### src/source/mem_pkg.sv
package mem_pkg;

    // the memory port moves one 32-bit word per beat
    localparam int mem_word_bits = 32;
    localparam int mem_addr_bits = 30;    // word address, byte bits dropped

    typedef logic [mem_addr_bits-1:0] mem_addr_t;
    typedef logic [mem_word_bits-1:0] mem_word_t;

    // command presented with mem_req, one per address beat
    // wdata only matters on write-back beats
    typedef struct packed {
        logic      we;
        mem_addr_t addr;
        mem_word_t wdata;
    } mem_cmd_t;

endpackage

### src/source/cache_pkg.sv
package cache_pkg;

    // geometry defaults, dcache_top passes the same values down as parameters
    localparam int word_bits   = 32;
    localparam int byte_bits   = 2;    // byte lane select inside a word
    localparam int index_bits  = 4;    // 16 sets
    localparam int offset_bits = 2;    // 4 words per line
    localparam int tag_bits    = word_bits - index_bits - offset_bits - byte_bits;

    typedef logic [word_bits-1:0]   word_t;
    typedef logic [word_bits-1:0]   addr_t;    // byte address
    typedef logic [index_bits-1:0]  index_t;
    typedef logic [tag_bits-1:0]    tag_t;
    typedef logic [offset_bits-1:0] offset_t;  // word inside the line

    // access width of a load or store
    typedef enum logic [1:0] {
        size_byte = 2'd0,
        size_half = 2'd1,
        size_word = 2'd2
    } access_size_e;

    // one processor request, held stable until cpu_data_ok
    // store data sits on its own byte lanes, as the address selects them
    typedef struct packed {
        logic         we;
        access_size_e size;
        addr_t        addr;
        word_t        wdata;
    } cpu_req_t;

endpackage
### src/source/dcache_top.sv
`timescale 1ns/1ps

module dcache_top #(
    parameter int index_bits  = 4,
    parameter int offset_bits = 2
) (
    input  logic                clk,
    input  logic                reset,
    input  logic                cpu_req,
    input  cache_pkg::cpu_req_t cpu_cmd,
    output cache_pkg::word_t    cpu_rdata,
    output logic                cpu_data_ok,
    output logic                mem_req,
    output mem_pkg::mem_cmd_t   mem_cmd,
    input  logic                mem_addr_ok,
    input  logic                mem_data_ok,
    input  cache_pkg::word_t    mem_rdata
);

    cache_pkg::index_t  req_index;
    cache_pkg::tag_t    req_tag;
    cache_pkg::offset_t req_offset;
    cache_pkg::offset_t beat_offset;
    cache_pkg::offset_t line_offset;
    cache_pkg::tag_t    victim_tag;
    mem_pkg::mem_addr_t line_base;
    logic               hit, victim_dirty, addr_done, data_done;
    logic               tag_write, set_dirty, store_write, fill_write;
    logic               burst_start, burst_write, burst_active;

    // request address split
    assign req_offset = cpu_cmd.addr[2 +: offset_bits];
    assign req_index  = cpu_cmd.addr[2 + offset_bits +: index_bits];
    assign req_tag    = cpu_cmd.addr[31 : 2 + offset_bits + index_bits];

    // victim line during write-back, requested line during refill
    assign line_base = burst_write ? {victim_tag, req_index, {offset_bits{1'b0}}}
                                   : {req_tag, req_index, {offset_bits{1'b0}}};
    assign line_offset = burst_active ? beat_offset : req_offset;

    dcache_controller i_dcache_controller (
        .clk, .reset, .cpu_req, .cpu_we(cpu_cmd.we), .hit, .victim_dirty,
        .addr_done, .data_done, .cpu_data_ok, .mem_req, .tag_write, .set_dirty,
        .store_write, .fill_write, .burst_start, .burst_write, .burst_active
    );

    tag_array #(.index_bits(index_bits)) i_tag_array (
        .clk, .reset, .index(req_index), .tag(req_tag), .tag_write, .set_dirty,
        .hit, .victim_dirty, .victim_tag
    );

    line_store #(.index_bits(index_bits), .offset_bits(offset_bits)) i_line_store (
        .clk, .index(req_index), .offset(line_offset), .size(cpu_cmd.size),
        .byte_sel(cpu_cmd.addr[1:0]), .wdata(cpu_cmd.wdata), .store_write,
        .fill_write(fill_write && mem_data_ok),    // one word per data beat
        .fill_data(mem_rdata), .rdata(cpu_rdata)
    );

    burst_buffer #(.offset_bits(offset_bits)) i_burst_buffer (
        .clk, .reset, .burst_start, .burst_write, .burst_active, .line_base,
        .line_data(cpu_rdata), .mem_addr_ok, .mem_data_ok, .mem_cmd, .beat_offset,
        .addr_done, .data_done
    );

endmodule

### src/source/burst_buffer.sv
`timescale 1ns/1ps

module burst_buffer #(
    parameter int offset_bits = 2
) (
    input  logic                clk,
    input  logic                reset,
    input  logic                burst_start,
    input  logic                burst_write,
    input  logic                burst_active,
    input  mem_pkg::mem_addr_t  line_base,
    input  cache_pkg::word_t    line_data,
    input  logic                mem_addr_ok,
    input  logic                mem_data_ok,
    output mem_pkg::mem_cmd_t   mem_cmd,
    output cache_pkg::offset_t  beat_offset,
    output logic                addr_done,
    output logic                data_done
);

    // address beats count to the full line, the extra bit marks all issued
    logic [offset_bits:0]   addr_cnt;
    logic [offset_bits-1:0] data_cnt;
    logic                   data_last;

    always_ff @(posedge clk) begin
        if (reset || burst_start) begin
            addr_cnt <= '0;
        end else if (burst_active && mem_addr_ok && !addr_done) begin
            addr_cnt <= addr_cnt + 1'b1;
        end
    end

    // data beats may trail the address beats by any number of cycles
    always_ff @(posedge clk) begin
        if (reset || burst_start) begin
            data_cnt <= '0;
        end else if (burst_active && mem_data_ok) begin
            data_cnt <= data_cnt + 1'b1;    // wraps after the last beat
        end
    end

    assign addr_done = addr_cnt[offset_bits];
    assign data_last = &data_cnt;
    assign data_done = burst_active && mem_data_ok && data_last;

    // beat address, line base has zero offset bits
    always_comb begin
        mem_cmd.we    = burst_write;
        mem_cmd.addr  = {line_base[$bits(mem_pkg::mem_addr_t)-1:offset_bits],
                         addr_cnt[offset_bits-1:0]};
        mem_cmd.wdata = line_data;
    end

    // write-back reads the word of the address beat, refill writes the data beat
    assign beat_offset = burst_write ? addr_cnt[offset_bits-1:0] : data_cnt;

endmodule

### src/source/line_store.sv
`timescale 1ns/1ps

module line_store #(
    parameter int index_bits  = 4,
    parameter int offset_bits = 2
) (
    input  logic                    clk,
    input  cache_pkg::index_t       index,
    input  cache_pkg::offset_t      offset,
    input  cache_pkg::access_size_e size,
    input  logic [1:0]              byte_sel,
    input  cache_pkg::word_t        wdata,
    input  logic                    store_write,
    input  logic                    fill_write,
    input  cache_pkg::word_t        fill_data,
    output cache_pkg::word_t        rdata
);

    localparam int words = 2 ** (index_bits + offset_bits);

    cache_pkg::word_t                    data_mem [words];
    logic [index_bits+offset_bits-1:0]   word_addr;
    logic [3:0]                          byte_en;

    assign word_addr = {index, offset};

    // lanes touched by a store
    always_comb begin
        case (size)
            cache_pkg::size_byte: byte_en = 4'b0001 << byte_sel;
            cache_pkg::size_half: byte_en = byte_sel[1] ? 4'b1100 : 4'b0011;
            default:              byte_en = 4'b1111;
        endcase
    end

    always_ff @(posedge clk) begin
        if (fill_write) begin
            data_mem[word_addr] <= fill_data;    // whole refill word
        end else if (store_write) begin
            // wdata already lane aligned, only the enabled bytes merge in
            for (int b = 0; b < 4; b++) begin
                if (byte_en[b]) begin
                    data_mem[word_addr][b*8 +: 8] <= wdata[b*8 +: 8];
                end
            end
        end
    end

    // asynchronous read, feeds both cpu_rdata and write-back data
    assign rdata = data_mem[word_addr];

    // the controller keeps stores in respond and fills in refill
    a_no_store_during_fill: assert property (
        @(posedge clk) !(store_write && fill_write)
    );

endmodule

### src/source/tag_array.sv
`timescale 1ns/1ps

module tag_array #(
    parameter int index_bits = 4
) (
    input  logic              clk,
    input  logic              reset,
    input  cache_pkg::index_t index,
    input  cache_pkg::tag_t   tag,
    input  logic              tag_write,
    input  logic              set_dirty,
    output logic              hit,
    output logic              victim_dirty,
    output cache_pkg::tag_t   victim_tag
);

    localparam int sets = 2 ** index_bits;

    logic [sets-1:0]  valid;
    logic [sets-1:0]  dirty;
    cache_pkg::tag_t  tags [sets];

    // valid and dirty bits
    always_ff @(posedge clk) begin
        if (reset) begin
            valid <= '0;
            dirty <= '0;
        end else if (tag_write) begin
            valid[index] <= 1'b1;
            dirty[index] <= 1'b0;    // freshly filled line is clean
        end else if (set_dirty) begin
            dirty[index] <= 1'b1;
        end
    end

    // tag storage
    always_ff @(posedge clk) begin
        if (tag_write) begin
            tags[index] <= tag;
        end
    end

    assign hit          = valid[index] && (tags[index] == tag);
    assign victim_dirty = valid[index] && dirty[index];
    assign victim_tag   = tags[index];    // builds the write-back address

endmodule

### src/source/dcache_controller.sv
`timescale 1ns/1ps

module dcache_controller (
    input  logic clk,
    input  logic reset,
    input  logic cpu_req,
    input  logic cpu_we,
    input  logic hit,
    input  logic victim_dirty,
    input  logic addr_done,
    input  logic data_done,
    output logic cpu_data_ok,
    output logic mem_req,
    output logic tag_write,
    output logic set_dirty,
    output logic store_write,
    output logic fill_write,
    output logic burst_start,
    output logic burst_write,
    output logic burst_active
);

    typedef enum logic [1:0] {
        idle,
        write_back,
        refill,
        respond
    } state_e;

    state_e state;
    state_e state_next;
    logic   miss;

    assign miss = cpu_req && !hit;

    always_ff @(posedge clk) begin
        if (reset) begin
            state <= idle;
        end else begin
            state <= state_next;
        end
    end

    always_comb begin
        state_next = state;
        case (state)
            idle: begin
                if (miss) begin
                    // dirty victim has to go out before the new line comes in
                    state_next = victim_dirty ? write_back : refill;
                end else if (cpu_req) begin
                    state_next = respond;
                end
            end
            write_back: begin
                if (data_done) begin
                    state_next = refill;    // last write acknowledged
                end
            end
            refill: begin
                if (data_done) begin
                    state_next = respond;
                end
            end
            respond: begin
                state_next = idle;    // one-cycle answer
            end
            default: begin
                state_next = idle;
            end
        endcase
    end

    // counters restart on the miss and again between write-back and refill
    assign burst_start  = (state == idle && miss) || (state == write_back && data_done);
    assign burst_write  = (state == write_back);
    assign burst_active = (state == write_back) || (state == refill);

    // request level stays up until the last address beat is taken
    assign mem_req = burst_active && !addr_done;

    assign fill_write = (state == refill);    // qualified by mem_data_ok in the top
    assign tag_write  = (state == refill) && data_done;

    // a miss replays through respond, so stores always merge into a resident line
    assign store_write = (state == respond) && cpu_we;
    assign set_dirty   = store_write;
    assign cpu_data_ok = (state == respond);

    a_idle_no_mem_req: assert property (
        @(posedge clk) disable iff (reset)
        state == idle |-> !mem_req
    );

    // the refilled tag must already match when the access is replayed
    a_respond_hits: assert property (
        @(posedge clk) disable iff (reset)
        state == respond |-> hit
    );

endmodule

### config.mk
export PLATFORM = sky130hd
export DESIGN_NAME = dcache_top
export DESIGN_NICKNAME = d
export VERILOG_FILES = /design/src/source/mem_pkg.sv /design/src/source/cache_pkg.sv /design/src/source/dcache_top.sv /design/src/source/burst_buffer.sv /design/src/source/line_store.sv /design/src/source/tag_array.sv /design/src/source/dcache_controller.sv
export SDC_FILE = /design/constraint.sdc
export NUM_CORES = 2
export LEC_CHECK = 0
export BUFFER_PORTS_ARGS = -buffer_cell sky130_fd_sc_hd__clkbuf_2
export CORE_ASPECT_RATIO = 0.75
export CORE_MARGIN = 5
export CORE_UTILIZATION = 55
export DETAILED_ROUTE_END_ITERATION = 7
export PLACE_DENSITY = 0.78
export SLEW_MARGIN = 20
export SYNTH_ARGS = -nofsm -noshare
export SYNTH_HDL_FRONTEND = slang
export SYNTH_SLANG_ARGS = --single-unit
### constraint.sdc
create_clock -name clk -period 16.3 [get_ports clk]
set_input_delay 4.89 -clock clk [delete_from_list [all_inputs] [get_ports clk]]
set_output_delay 4.89 -clock clk [all_outputs]
set_load 0.02 [all_outputs]
==> run metrics <==
fraction of layout cells with a size suffix above 1 14.89%; H-tree depth 4; clock skew 0.06313 ns; post-CTS sizing 0; total gr overflow 0; PortBufs 200; first-pass GRT wire length 357800 microns; Reg clk slew, reported paths 0.06 ns; Num CTS Buffers 214; HP Class reg -> reg; Worst path slowest cell nor4_1; Residual DRC 0; final worst setup slack 2.157 ns; io pins 201; synth cell count leaders edfxtp_1 (2432), a22oi_1 (974), nor2_1 (344), clkbuf_1 (173), a41oi_1 (154); CP Max Fanout 36; Setup violations, final 0; row count 130; dominant synthesized flop cell edfxtp_1; met2 wire len 114000 microns; Seq cells post-synth 2471; vias in the first global route 52080; Vias 53560; YS warnings 0; Cells after Synth 5155; CTS sink cnt 2471; CTS tree built; gr usage total 27.48%; Placement Setup Slack 2.537 ns; Mean Syn Cell Area 17.96 sq um; final hold viol count 0; wire length on met3 35790 microns; die span in x 483.7 microns; Die Y 365.3 microns; min Tclk post-route 14.14 ns; fin crit share 86.77%; Synth area leader edfxtp_1; Max Root-Sink Buffers 3; Die ar. 176700 sq um; Worst path max stage delay 0.93 ns; Async SR Flop Fraction 0%; Crit Path Class in -> out; Post-CTS Hold Buffers 0; GP Congestion 0.8462; sequential area share after synthesis 79.73%; drt pass-1 iters 6; ranking of synthesized cells by area edfxtp_1 (79%), a22oi_1 (7.9%), mux4_2 (2.2%), a41oi_1 (1.5%), nor2_1 (1.4%); top cell type's share of synthesized area 78.88%; Pins Over Slew Limit 0; Critical Path RT 11.41 ns; VDD IR max 0.2814 mV; largest net degree at the start of global routing 118; Post-synth EDFFs 2432; Util after Layout 61.63%; post-synthesis cell type count 56; Starting Density 55.31%; final setup TNS 0 ns; drt wl/cell 31.99 microns; nets 5421; CP Launch Type input port; clk root buf clkbuf_16; Top Metal Used met5; outcome completed; syn_nets 5266; final WL 247700 microns; Avg Vias per Cell 6.916; Max Freq 0.07070 GHz; clk_lat worst skew 0.85 ns; setup bufs post-CTS 0; top-count cell post-synth edfxtp_1; Max-cap violations 0; core area 167400 sq um; wire length on met1 87400 microns; hpwl dp 136200 microns; max_slew headroom 19.07%; Worst setup EP type primary output; Worst-Margin Slew 1.211 ns; CP cell instances clkbuf_2, nor2_1, a21oi_1, nor3_2, buf_4, buf_4, a22oi_1, a41oi_1, nor4_1, nand3_1, clkbuf_2; final hold slack 0.4775 ns; Power Density 156.0 nW/um^2; Starting DRT DRC Count 9319; Syn-to-layout area delta 11.43%; Post-Syn Area 92580 sq um; DRT antenna net count 0; initial antenna violation count 9; setup repair after global routing missed its margin false; Static Leak 31.27 nW; crit path DAT 9.25 ns
==> critical path: cells and delay by family <==
kind | cells | cell delay [ns]
and+or+nand+nor | 4 | 1.89
AOI/OAI and AO/OA | 3 | 1.27
buffers and inverters | 4 | 1.16
==> path summary, 6_finish.rpt <==
path / start / to / slack [ns] / depth (start not counted)
hold reg to reg: i_tag_array.valid[3] / i_tag_array.valid[3] / 0.48 / 2
hold / removal: i_tag_array.valid[3] / i_tag_array.valid[3] / 0.48 / 2
setup reg to reg: i_dcache_controller.state[1] / i_line_store.data_mem[22][6] / 11.02 / 6
setup / recovery: cpu_cmd[35] / cpu_rdata[19] / 2.16 / 11
==> placed cells by master, fill, tap and decap left out, types with 75 or more instances in the layout <==
cell / n
edfxtp_1: 2432
a22oi_1: 974
nor2_1: 326
clkbuf_16: 216
clkbuf_2: 197
a41oi_1: 154
nand2_1: 99
buf_4: 95
mux4_2: 91
a21oi_1: 87
mux2i_1: 75
==> logic make-up (layout without fill, tap and decap cells) <==
kind of cell    after synthesis  after routing  synth area share, %
other cells                   0              6                    0
simple gates                643            643                3.037
xor+xnor                     28             28               0.2649
buf+inv                     388            727                1.876
fa+ha+maj                     7              7              0.09460
mux                         218            218                3.657
flops                      2471           2471                79.73
compound gates             1400           1400                11.34
==> flip-flops by register name (all words and copies together) (netlist names), named ones only <==
name	count
i_line_store.data_mem	2048
i_tag_array.valid	16
i_dcache_controller.state	2
i_burst_buffer.addr_cnt	3
i_burst_buffer.data_cnt	2
i_tag_array.tags	384
==> power by group <==
group          total (mW)  internal (mW)  switching, mW
logic                3.92           1.04           2.88
clock network        5.08           2.80           2.28
registers            7.09           7.07         0.0147
total                16.1           10.9           5.18
==> metrics by stage <==
step	cells	total power, mW	cell area (sq um)
2_1_floorplan	5155	9.553	92580
3_3_place_gp	7333	10.94	95960
3_5_place_dp	7335	11.01	96010
4_1_cts	7735	16.00	103000
5_1_grt	7742	16.52	103200
6_report	7744	16.09	103200
==> routing by layer <==
layer | GRT usage (%) | vias to the layer above
met5 | 0 | -
met4 | 10.92 | 4
met3 | 7.573 | 656
met2 | 42.08 | 4532
met1 | 38.08 | 26640
li1 | - | 21720
==> final cells by class <==
cell class,instances,area [sq um]
diodes,6,15.01
clock buffers,271,5702
clock inverters,129,1333
fillers,10960,64220
inverters,17,63.81
multi-input cells,2296,17370
flip-flops and latches,2471,73810
well taps,2244,2808
repair buffers,310,2058
No activity file was read; power rests on OpenSTA's default activity.
